==> src/design/loader_consts.svh <==
// Loader constants for download indices, RAM region bases and mount slots
`ifndef LOADER_CONSTS_SVH
`define LOADER_CONSTS_SVH

// =========================================================================
// Host download indices
// =========================================================================

`define LDR_IDX_BIOS 0
`define LDR_IDX_EXE 1
`define LDR_IDX_CD 2

// CD index matches on the low bits only
`define LDR_CD_IDX_BITS 6

// =========================================================================
// RAM region bases as byte offsets added to the host address
// =========================================================================

`define LDR_BIOS_BASE 2097152
`define LDR_EXE_BASE 4194304

// Block device mount slots
`define LDR_SLOT_CD 1
`define LDR_SLOT_CARD1 2
`define LDR_SLOT_CARD2 3

`endif

==> src/design/loader_pkg.sv <==
// Loader package with the vector types shared by the download and media blocks
package loader_pkg;

	// Host download index
	typedef logic [7:0] dl_index_t;

	// Host byte address
	typedef logic [26:0] dl_addr_t;

	// One 16-bit download half
	typedef logic [15:0] half_t;

	// RAM data word
	typedef logic [31:0] ram_word_t;

	// RAM address that download addresses are cut down to
	typedef logic [22:0] ram_addr_t;

	// RAM byte enables
	typedef logic [3:0] byte_en_t;

	// Image size reported on mount
	typedef logic [63:0] img_size_t;

	// Stored CD size
	typedef logic [29:0] cd_size_t;

	// One mount strobe per block device slot
	typedef logic [3:0] mount_vec_t;

endpackage

==> src/design/download_decoder.sv <==
// Download decoder producing download-type flags, the EXE launch pulse and core reset
`timescale 1ns/1ps
`include "loader_consts.svh"

module download_decoder (
	input  logic                  clk_1x,
	input  logic                  arst_n,
	input  logic                  ioctl_download,
	input  loader_pkg::dl_index_t ioctl_index,
	input  logic                  reset_req,
	output logic                  bios_dl,
	output logic                  exe_dl,
	output logic                  cd_dl,
	output logic                  load_exe,
	output logic                  core_reset
);

	import loader_pkg::*;

	// Previous EXE flag for falling edge detection
	logic exe_dl_q;

	// =====================================================================
	// Download type flags
	// =====================================================================

	always_ff @(posedge clk_1x or negedge arst_n) begin
		if (!arst_n) begin
			bios_dl  <= 1'b0;
			exe_dl   <= 1'b0;
			cd_dl    <= 1'b0;
			exe_dl_q <= 1'b0;
			load_exe <= 1'b0;
		end else begin
			bios_dl <= ioctl_download && (ioctl_index == dl_index_t'(`LDR_IDX_BIOS));
			exe_dl  <= ioctl_download && (ioctl_index == dl_index_t'(`LDR_IDX_EXE));
			// Upper index bits carry the drive number
			cd_dl   <= ioctl_download &&
				(ioctl_index[`LDR_CD_IDX_BITS-1:0] == `LDR_CD_IDX_BITS'(`LDR_IDX_CD));

			// Launch once the executable image is complete
			exe_dl_q <= exe_dl;
			load_exe <= exe_dl_q && !exe_dl;
		end
	end

	// Core held in reset while any image is loading
	assign core_reset = reset_req | bios_dl | exe_dl | cd_dl;

endmodule

==> src/design/download_writer.sv <==
// Download writer packing host halves into RAM words and sharing the RAM write port
`timescale 1ns/1ps
`include "loader_consts.svh"

module download_writer (
	input  logic                  clk_1x,
	input  logic                  arst_n,
	input  logic                  bios_dl,
	input  logic                  exe_dl,
	input  logic                  ioctl_wr,
	input  loader_pkg::dl_addr_t  ioctl_addr,
	input  loader_pkg::half_t     ioctl_dout,
	input  logic                  ram_write_ack,
	input  logic                  core_req,
	input  logic                  core_rnw,
	input  loader_pkg::ram_addr_t core_addr,
	input  loader_pkg::ram_word_t core_din,
	input  loader_pkg::byte_en_t  core_be,
	output logic                  ioctl_wait,
	output logic                  ram_wr,
	output loader_pkg::ram_addr_t ram_addr,
	output loader_pkg::ram_word_t ram_din,
	output loader_pkg::byte_en_t  ram_be
);

	import loader_pkg::*;

	// Download owns the RAM port
	logic      dl_active;

	// Region base and offset byte address
	dl_addr_t  region_base;
	dl_addr_t  offset_addr;

	// Assembled word and its target
	ram_word_t dl_data;
	ram_addr_t dl_addr;
	logic      dl_wr;

	assign dl_active = bios_dl | exe_dl;

	// Only BIOS and EXE images go to RAM
	assign region_base = bios_dl ? dl_addr_t'(`LDR_BIOS_BASE) : dl_addr_t'(`LDR_EXE_BASE);
	assign offset_addr = ioctl_addr + region_base;

	// =====================================================================
	// Half-word packing and host wait
	// =====================================================================

	always_ff @(posedge clk_1x or negedge arst_n) begin
		if (!arst_n) begin
			dl_data    <= '0;
			dl_addr    <= '0;
			dl_wr      <= 1'b0;
			ioctl_wait <= 1'b0;
		end else begin
			dl_wr <= 1'b0;
			if (dl_active) begin
				// Release the host once RAM has taken the word
				if (ram_write_ack) begin
					ioctl_wait <= 1'b0;
				end
				if (ioctl_wr) begin
					if (!ioctl_addr[1]) begin
						// Low half also fixes the word address
						dl_data[15:0] <= ioctl_dout;
						dl_addr       <= offset_addr[$bits(ram_addr_t)-1:0];
					end else begin
						// High half completes the word
						dl_data[31:16] <= ioctl_dout;
						dl_wr          <= 1'b1;
						ioctl_wait     <= 1'b1;
					end
				end
			end else begin
				ioctl_wait <= 1'b0;
			end
		end
	end

	// =====================================================================
	// RAM write port select
	// =====================================================================

	always_comb begin
		if (dl_active) begin
			ram_wr   = dl_wr;
			ram_addr = dl_addr;
			ram_din  = dl_data;
			ram_be   = '1;
		end else begin
			// Core reads never reach the write port
			ram_wr   = core_req & ~core_rnw;
			ram_addr = core_addr;
			ram_din  = core_din;
			ram_be   = core_be;
		end
	end

endmodule

==> src/design/loader_top.sv <==
// Loader top level joining the download decoder, RAM writer and media tracker
`timescale 1ns/1ps

module loader_top (
	input  logic                   clk_1x,
	input  logic                   arst_n,
	// Host download
	input  logic                   ioctl_download,
	input  loader_pkg::dl_index_t  ioctl_index,
	input  logic                   ioctl_wr,
	input  loader_pkg::dl_addr_t   ioctl_addr,
	input  loader_pkg::half_t      ioctl_dout,
	output logic                   ioctl_wait,
	input  logic                   reset_req,
	// Core write request
	input  logic                   core_req,
	input  logic                   core_rnw,
	input  loader_pkg::ram_addr_t  core_addr,
	input  loader_pkg::ram_word_t  core_din,
	input  loader_pkg::byte_en_t   core_be,
	// RAM write port
	output logic                   ram_wr,
	output loader_pkg::ram_addr_t  ram_addr,
	output loader_pkg::ram_word_t  ram_din,
	output loader_pkg::byte_en_t   ram_be,
	input  logic                   ram_write_ack,
	// Mounts and menu requests
	input  loader_pkg::mount_vec_t img_mounted,
	input  loader_pkg::img_size_t  img_size,
	input  logic                   card_load_req,
	input  logic                   card_save_req,
	input  logic                   card_autosave,
	input  logic                   osd_status,
	// Media state and core control
	output logic                   has_cd,
	output logic                   cd_hps_on,
	output loader_pkg::cd_size_t   cd_size,
	output logic                   card1_mounted,
	output logic                   card2_mounted,
	output logic                   card1_load,
	output logic                   card2_load,
	output logic                   card_save,
	output logic                   media_loaded,
	output logic                   load_exe,
	output logic                   core_reset
);

	// Download type flags
	logic bios_dl;
	logic exe_dl;
	logic cd_dl;

	download_decoder decoder_i (
		.clk_1x         (clk_1x),
		.arst_n         (arst_n),
		.ioctl_download (ioctl_download),
		.ioctl_index    (ioctl_index),
		.reset_req      (reset_req),
		.bios_dl        (bios_dl),
		.exe_dl         (exe_dl),
		.cd_dl          (cd_dl),
		.load_exe       (load_exe),
		.core_reset     (core_reset)
	);

	download_writer writer_i (
		.clk_1x        (clk_1x),
		.arst_n        (arst_n),
		.bios_dl       (bios_dl),
		.exe_dl        (exe_dl),
		.ioctl_wr      (ioctl_wr),
		.ioctl_addr    (ioctl_addr),
		.ioctl_dout    (ioctl_dout),
		.ram_write_ack (ram_write_ack),
		.core_req      (core_req),
		.core_rnw      (core_rnw),
		.core_addr     (core_addr),
		.core_din      (core_din),
		.core_be       (core_be),
		.ioctl_wait    (ioctl_wait),
		.ram_wr        (ram_wr),
		.ram_addr      (ram_addr),
		.ram_din       (ram_din),
		.ram_be        (ram_be)
	);

	media_tracker tracker_i (
		.clk_1x        (clk_1x),
		.arst_n        (arst_n),
		.exe_dl        (exe_dl),
		.cd_dl         (cd_dl),
		.ioctl_addr    (ioctl_addr),
		.img_mounted   (img_mounted),
		.img_size      (img_size),
		.card_load_req (card_load_req),
		.card_save_req (card_save_req),
		.card_autosave (card_autosave),
		.osd_status    (osd_status),
		.has_cd        (has_cd),
		.cd_hps_on     (cd_hps_on),
		.cd_size       (cd_size),
		.card1_mounted (card1_mounted),
		.card2_mounted (card2_mounted),
		.card1_load    (card1_load),
		.card2_load    (card2_load),
		.card_save     (card_save),
		.media_loaded  (media_loaded)
	);

endmodule

==> src/design/media_tracker.sv <==
// Media tracker for CD and memory card state with menu load and save pulses
`timescale 1ns/1ps
`include "loader_consts.svh"

module media_tracker (
	input  logic                   clk_1x,
	input  logic                   arst_n,
	input  logic                   exe_dl,
	input  logic                   cd_dl,
	input  loader_pkg::dl_addr_t   ioctl_addr,
	input  loader_pkg::mount_vec_t img_mounted,
	input  loader_pkg::img_size_t  img_size,
	input  logic                   card_load_req,
	input  logic                   card_save_req,
	input  logic                   card_autosave,
	input  logic                   osd_status,
	output logic                   has_cd,
	output logic                   cd_hps_on,
	output loader_pkg::cd_size_t   cd_size,
	output logic                   card1_mounted,
	output logic                   card2_mounted,
	output logic                   card1_load,
	output logic                   card2_load,
	output logic                   card_save,
	output logic                   media_loaded
);

	import loader_pkg::*;

	logic img_nonzero;
	logic autosave_req;

	// Previous values for edge detection
	logic cd_dl_q;
	logic load_req_q;
	logic save_req_q;
	logic autosave_q;

	assign img_nonzero  = (img_size != '0);

	// Autosave only fires while the menu is open
	assign autosave_req = card_autosave & osd_status;

	always_ff @(posedge clk_1x or negedge arst_n) begin
		if (!arst_n) begin
			has_cd        <= 1'b0;
			cd_hps_on     <= 1'b0;
			cd_size       <= '0;
			card1_mounted <= 1'b0;
			card2_mounted <= 1'b0;
			card1_load    <= 1'b0;
			card2_load    <= 1'b0;
			card_save     <= 1'b0;
			media_loaded  <= 1'b0;
			cd_dl_q       <= 1'b0;
			load_req_q    <= 1'b0;
			save_req_q    <= 1'b0;
			autosave_q    <= 1'b0;
		end else begin
			cd_dl_q    <= cd_dl;
			load_req_q <= card_load_req;
			save_req_q <= card_save_req;
			autosave_q <= autosave_req;

			// ==============================================================
			// CD state
			// ==============================================================

			// Size from the final byte address when a direct download ends
			if (cd_dl_q && !cd_dl) begin
				cd_size   <= cd_size_t'(ioctl_addr);
				cd_hps_on <= 1'b0;
				has_cd    <= 1'b1;
			end
			// A block device mount takes priority
			if (img_mounted[`LDR_SLOT_CD]) begin
				if (img_nonzero) begin
					cd_size   <= img_size[$bits(cd_size_t)-1:0];
					cd_hps_on <= 1'b1;
					has_cd    <= 1'b1;
				end else begin
					has_cd <= 1'b0;
				end
			end

			// ==============================================================
			// Memory cards
			// ==============================================================

			card1_load <= 1'b0;
			card2_load <= 1'b0;
			card_save  <= 1'b0;

			if (img_mounted[`LDR_SLOT_CARD1]) begin
				card1_mounted <= img_nonzero;
				card1_load    <= img_nonzero;
			end
			if (img_mounted[`LDR_SLOT_CARD2]) begin
				card2_mounted <= img_nonzero;
				card2_load    <= img_nonzero;
			end

			// Menu reload hits both cards
			if (card_load_req && !load_req_q) begin
				card1_load <= 1'b1;
				card2_load <= 1'b1;
			end
			if ((card_save_req && !save_req_q) || (autosave_req && !autosave_q)) begin
				card_save <= 1'b1;
			end

			// Sticky until reset
			if (exe_dl || cd_dl || img_mounted[`LDR_SLOT_CD]) begin
				media_loaded <= 1'b1;
			end
		end
	end

endmodule

==> config.mk <==
export PLATFORM = sky130hd
export DESIGN_NAME = loader_top
export DESIGN_NICKNAME = d
export VERILOG_FILES = /design/src/design/loader_pkg.sv /design/src/design/download_decoder.sv /design/src/design/download_writer.sv /design/src/design/loader_top.sv /design/src/design/media_tracker.sv
export VERILOG_INCLUDE_DIRS = /design/src /design/src/design
export SDC_FILE = /design/constraint.sdc
export NUM_CORES = 1
export LEC_CHECK = 0
export ABC_CLOCK_PERIOD_IN_PS = 3100
export BUFFER_PORTS_ARGS = -buffer_cell sky130_fd_sc_hd__buf_2
export CAP_MARGIN = 20
export CORE_ASPECT_RATIO = 1.75
export CORE_MARGIN = 1
export CORE_UTILIZATION = 30
export DETAILED_ROUTE_END_ITERATION = 10
export GPL_TIMING_DRIVEN = 0
export PLACE_DENSITY = 0.63
export SYNTH_ARGS = -nofsm -noshare
export SYNTH_HDL_FRONTEND = slang
export SYNTH_HIERARCHICAL = 1
export SYNTH_SLANG_ARGS = --single-unit
export TNS_END_PERCENT = 20
==> constraint.sdc <==
create_clock -name clk_1x -period 3.1 [get_ports clk_1x]
set_input_delay 0.31 -clock clk_1x [delete_from_list [all_inputs] [get_ports clk_1x]]
set_output_delay 0.31 -clock clk_1x [all_outputs]
set_load 0.02 [all_outputs]
Word level (Yosys, flattened, before mapping)
Index checks and enable logic that the tools add are counted.
Operators by class
  add/sub/neg operators: 1
  eq/ne operators: 2
  muxes and demuxes: 26
  bitwise operators: 8
  reductions and logical operators: 21
Operators by type and width (count)
  2-to-1 mux 30 bit: 3
  nonzero test 64 bit: 1
  2-to-1 mux 23 bit: 2
  2-to-1 mux 32 bit: 1
  adder 23 bit: 1
  2-to-1 mux 1 bit: 19
  == test 8 x 1 -> 1 bit, second input constant: 1
  logical AND 1 bit: 8
  logical NOT 8 bit: 1
  == test 6 x 2 -> 1 bit, second input constant: 1
  AND reduction 3 bit: 2
  logical NOT 1 bit: 5
  2-to-1 mux 4 bit: 1
  bitwise OR 1 bit: 4
  logical OR 1 bit: 3
  AND 1 bit: 2
  NOT 1 bit: 2
  nonzero test 2 bit: 1
Storage, ports and cells
  register bits after elaboration: 104
  output and inout bits: 101
  word-level logic and storage cells: 81

Longest topological paths before layout
  depth after elaboration: 5
  depth in mapped cells: 7
  gate-level depth less buffers: 5

Hierarchy
Netlist, hierarchy kept.
By module, submodules not included
  download_writer: times used 1, cells each 198, area an instance 2910.3 um2, sequential area each 1426.4 um2
  media_tracker: times used 1, cells each 151, area an instance 2137.0 um2, sequential area each 1051.0 um2
  download_decoder: times used 1, cells each 14, area an instance 183.9 um2, sequential area each 125.1 um2

Least setup slack after synthesis
No wires, ideal clock.
  path kind: input to register
  start point: input img_size[31]
  end point: register tracker_i.cd_size[10]
  setup time: 125 ps
  arrival time: 1795 ps
  data required time: 2975 ps
  setup slack: 1180 ps
  stages: 7
  buffers on the path: 2
  path through: nor4_1 > nand4_1 > nor4_2 > nand2b_1 > buf_6 > buf_12 > mux2_4
On the way
  longest elaborated chain between the ends: 3
Ends and longest elaborated chain
  start: declaration: RTL line loader_top.sv:29  | input loader_pkg::img_size_t img_size,
  nonzero test 64 bit: RTL line media_tracker.sv:39  | assign img_nonzero = (img_size != '0);
  2-to-1 mux 30 bit: RTL line media_tracker.sv:77  | if (img_nonzero) begin
  2-to-1 mux 30 bit: RTL line media_tracker.sv:76  | if (img_mounted[`LDR_SLOT_CD]) begin
  end signal: assignment: RTL line media_tracker.sv:71  | cd_size <= cd_size_t'(ioctl_addr);
  end signal: assignment: RTL line media_tracker.sv:78  | cd_size <= img_size[$bits(cd_size_t)-1:0];
  end: declaration: RTL line media_tracker.sv:19  | output loader_pkg::cd_size_t cd_size,
Every way passes these cells.
A chain may end at the register's enable or synchronous reset.

Final worst setup path
  start point: register decoder_i.exe_dl
  end point: output ram_addr[8]
On the way
  longest elaborated chain between the ends: 2
Ends and longest elaborated chain
  start: declaration: RTL line download_decoder.sv:12  | output logic exe_dl,
  start signal: assignment: RTL line download_decoder.sv:36  | exe_dl <= ioctl_download && (ioctl_index == dl_index_t'(`LDR_IDX_EXE));
  bitwise OR 1 bit: RTL line download_writer.sv:40  | assign dl_active = bios_dl | exe_dl;
  2-to-1 mux 23 bit: RTL line download_writer.sv:86  | if (dl_active) begin
  end: declaration: RTL line loader_top.sv:23  | output loader_pkg::ram_addr_t ram_addr,
Every way passes these cells.

==> flow_results.org <==
** Outcome
- Status :: finished clean

** STA
- Transition time of the tightest slew-check pin :: 656 ps
- Static timing analysis puts the maximum clock frequency at 402 MHz.
- Share of the clock period used by the worst path after layout :: 80.2%
- Min Tclk post-route :: 2490 ps
- The count of pins over their slew limit came to 0.
- The worst pin sits at a relative slew slack of 56.3%.
- Final Skew :: 9.94 ps
- Hold Fails Final Rpt :: 0
- Final setup viols :: 0
- Total Negative Setup Slacks :: 0 ps
- Unrepaired setup endpoints after global routing :: false

** Global routing
- Total track usage :: 16.5%
- The first global-routing pass estimated 21.9 mm of wire.
- Final global-route overflow total :: 0
- The via count of the first global-routing pass is 4011.
- Entering global routing, the biggest net connects 58 pins.
- Initial antenna violation count :: 0

** Route
- Number of routed nets with antenna violations :: 0
- Vias after detailed routing :: 4001
- In the routed design, unresolved DRC markers number 0.
- Total iterations of the first detailed-routing run :: 4
- Wires add up to 14.9 mm.
- Dividing the detail-routed wire length by the instance count gives 16.6 um.
- Via density per instance :: 4.47
- Number of violations reported at the end of detailed-routing iteration 0 :: 100

** Floorplanning
- In this run the vertical extent of the chip is 177 um.
- Number of top-level pins :: 291
- In this run the standard cell core region covers 0.0170 sq mm.
- For this configuration, the core starts out at a cell density of 30.7%.
- The die covers 0.0180 sq mm.
- The floorplan step set the die width to 102 um.
- Row cnt :: 63

** Job
- Max Cap Violations :: 0

** Synth
- Ranked by total cell area, the synthesized netlist is headed by sky130_fd_sc_hd__dfrtp_1 50%, sky130_fd_sc_hd__mux2_2 28%, sky130_fd_sc_hd__mux2_4 10%.
- Share of cell area taken by muxes after synthesis :: 38.1%
- Post-synthesis share of cell area spent on full adders, half adders and majority gates :: 0.239%
- A synthesized cell averages 14.4 sq um.
- Simple-Gate Fraction of Synth Area :: 7.08%
- The Yosys step of the flow raised 6 warnings.
- Cell count after synthesis :: 363
- Fraction of synthesized cell area taken by the top area cell type :: 49.7%
- Combinational family with the most area after synthesis :: multiplexers
- The synthesized netlist devotes 0.167% of its cell area to XOR and XNOR gates.
- Library cell occupying the most area in the post-synthesis netlist :: sky130_fd_sc_hd__dfrtp_1
- The number of nets handed over by synthesis was 554.
- Register area share after synthesis :: 49.7%
- Synthesis instantiated 34 different standard cells from the library.
- Post-synthesis cell area :: 0.00523 sq mm
- FF+latch count, synth :: 104
- Summing the areas of all compound-gate instances in the mapped netlist gives 0.981% of the synthesized area.

** Power and ir drop
- Net switching is 25.8% of the power.
- Combinational logic burns 18.5% of the power.
- For this design the total switching power over the nets is 0.822 mW.
- The analysis attributes to cell leakage a power of 3.75 nW.
- In this run, the clock network consumes 35.3% of the power.
- Proportion of power drawn by flip-flops and latches :: 46.2%
- Power density over cell area :: 437 mW/mm^2
- Total Power :: 3.19 mW
- Internal portion of total power :: 2.37 mW
- Max rail drop VDD :: 0.233 mV

** Clock tree
- Root Buffer :: sky130_fd_sc_hd__clkbuf_16
- Max Buffers Root-to-Sink :: 2
- TritonCTS created 9 clock buffers.
- Clock insertion delay at the later pin of the skew report :: 340 ps
- The tree built by TritonCTS fans out to 104 sinks.
- The H-tree generated during clock tree synthesis spans 3 levels.
- TritonCTS built the clock tree.
- After clock tree synthesis, the clock-pin slew on the worst setup and hold paths is 70 ps.
- Cells resized by post-CTS repair :: 0

** Critical path
- At the worst endpoint, the required time is 2790 ps.
- STA classifies the critical path endpoint as an output pin.
- At the worst endpoint, the arrival time is 2180 ps.
- Critical-path maximum fanout :: 11
- Chain of cells forming the critical path :: nor2_2 > buf_2 > buf_4 > mux2_2 > buf_2
- The largest single stage delay on the critical path is 500 ps.
- By startpoint and endpoint, the worst setup path is classified as reg2out.
- Type of element launching the critical path :: register
- Cell class contributing the biggest share of worst-path delay :: buffers and inverters
- Worst path most repeated cell :: sky130_fd_sc_hd__buf_2
- Together, buffers and inverters on the worst path number 3.
- For this design, the slowest cell found on the critical path is sky130_fd_sc_hd__dfrtp_1.

** Min path
- The tightest min-delay check is of the in2reg type.

** Cells and area
- At the end of the flow, the number of nets in the layout was 856.
- Register with the most flip-flops :: writer_i/dl_data
- Largest registers :: writer_i/dl_data (32), tracker_i/cd_size (30), writer_i/dl_addr (23)
- The area growth from synthesis to layout is 39.3%.
- Fraction of final layout cells sized beyond drive strength 1 :: 72.9%
- The library cell used most frequently in the layout, excluding fill and tap cells, is sky130_fd_sc_hd__buf_2.
- Post-route design area :: 0.00729 sq mm
- Once layout is complete, the utilization of the core stands at 42.8%.
- The register with the most flip-flops in the layout has 32 of them.
- Diodes inserted :: 0
- Commonest cells after routing, fill and taps aside :: 292 x sky130_fd_sc_hd__buf_2, 129 x sky130_fd_sc_hd__mux2_2, 104 x sky130_fd_sc_hd__dfrtp_1

** Place
- The HPWL after detailed placement is 12.0 mm.
- DP Area :: 0.00699 sq mm
- The count of buffers added on input and output ports is 289.
- Routability Congestion :: 0.785
synthesized netlist by cell type, drive strengths merged:
| master | count |
|---|---|
| mux2 | 165 |
| nand2 | 2 |
| and2b | 1 |
| nor3b | 1 |
| o22ai | 1 |
| dfrtp | 104 |
| nand4 | 4 |
| or3 | 4 |
| nor3 | 2 |
| buf | 15 |
| nor2b | 5 |
| or4 | 2 |
| ha | 1 |
| a21oi | 2 |
| xor2 | 1 |
| nand4b | 1 |
| nor4 | 17 |
| o21ai | 7 |
| nand2b | 5 |
| or2 | 1 |
| inv | 6 |
| and3 | 2 |
| clkbuf | 4 |
| and4 | 1 |
| nand3 | 2 |
| nor2 | 6 |
| or4b | 1 |
power groups by stage:
stage / Clock [mW] / Combinational [mW] / Sequential (mW)
global route: 1.22 / 0.635 / 1.48
finish: 1.12 / 0.589 / 1.47
global placement: 0 / 0.583 / 1.50
detailed placement: 0 / 0.596 / 1.50
CTS: 1.19 / 0.597 / 1.47
floorplan: 0 / 0.262 / 1.55
what timing repair did:
item,CTS,global route
hold buffers,1,0
hold endpoints to repair,5,0
buffers inserted,0,0
area by class of cell:
cell class / instances / area, sq um
multi-input cells: 234 / 2440
fillers: 1701 / 9740
flip-flops and latches: 104 / 2600
clock inverters: 4 / 55.1
plain buffers: 19 / 170
well taps: 227 / 284
clock buffers: 11 / 233
repair buffers: 291 / 1490
inverters: 6 / 22.5
metrics by stage:
stage | setup slack, ps | cells | hold slack, ps
finish | 613 | 896 | 84.9
CTS | 546 | 896 | 65.4
floorplan | 1180 | 363 | 14.4
global placement | 353 | 879 | 417
detailed placement | 324 | 880 | 369
global route | 466 | 896 | 59.6
cells by family (layout without fill, tap and decap cells):
family          count (synthesis)  in the layout
mux                           165            165
flops                         104            104
simple gates                   57             57
buf+inv                        25            331
compound gates                 10             10
fa+ha+maj                       1              1
xor+xnor                        1              1
routing by layer:
layer | GRT usage (%) | vias up | share of wire [%]
li1 | - | 1930 | -
met1 | 18.7 | 1898 | 39
met2 | 30.2 | 159 | 54
met3 | 3.20 | 14 | 5.1
met4 | 5.48 | 0 | 1.8
met5 | 0 | - | 0
final timing paths:
kind                                 startpoint                    end  slack, ps  cells after the start
min in group asynchronous                arst_n   writer_i/dl_data[10]        520                      2
hold reg to reg            tracker_i/autosave_q    tracker_i/card_save        430                      1
setup / recovery               decoder_i/exe_dl            ram_addr[8]        610                      5
hold / removal                    card_save_req   tracker_i/save_req_q         80                      1
setup reg to reg                decoder_i/cd_dl   tracker_i/cd_size[3]        930                      5
max in group asynchronous                arst_n  tracker_i/cd_size[17]       1880                      3
No activity file was read; power rests on OpenSTA's default activity.
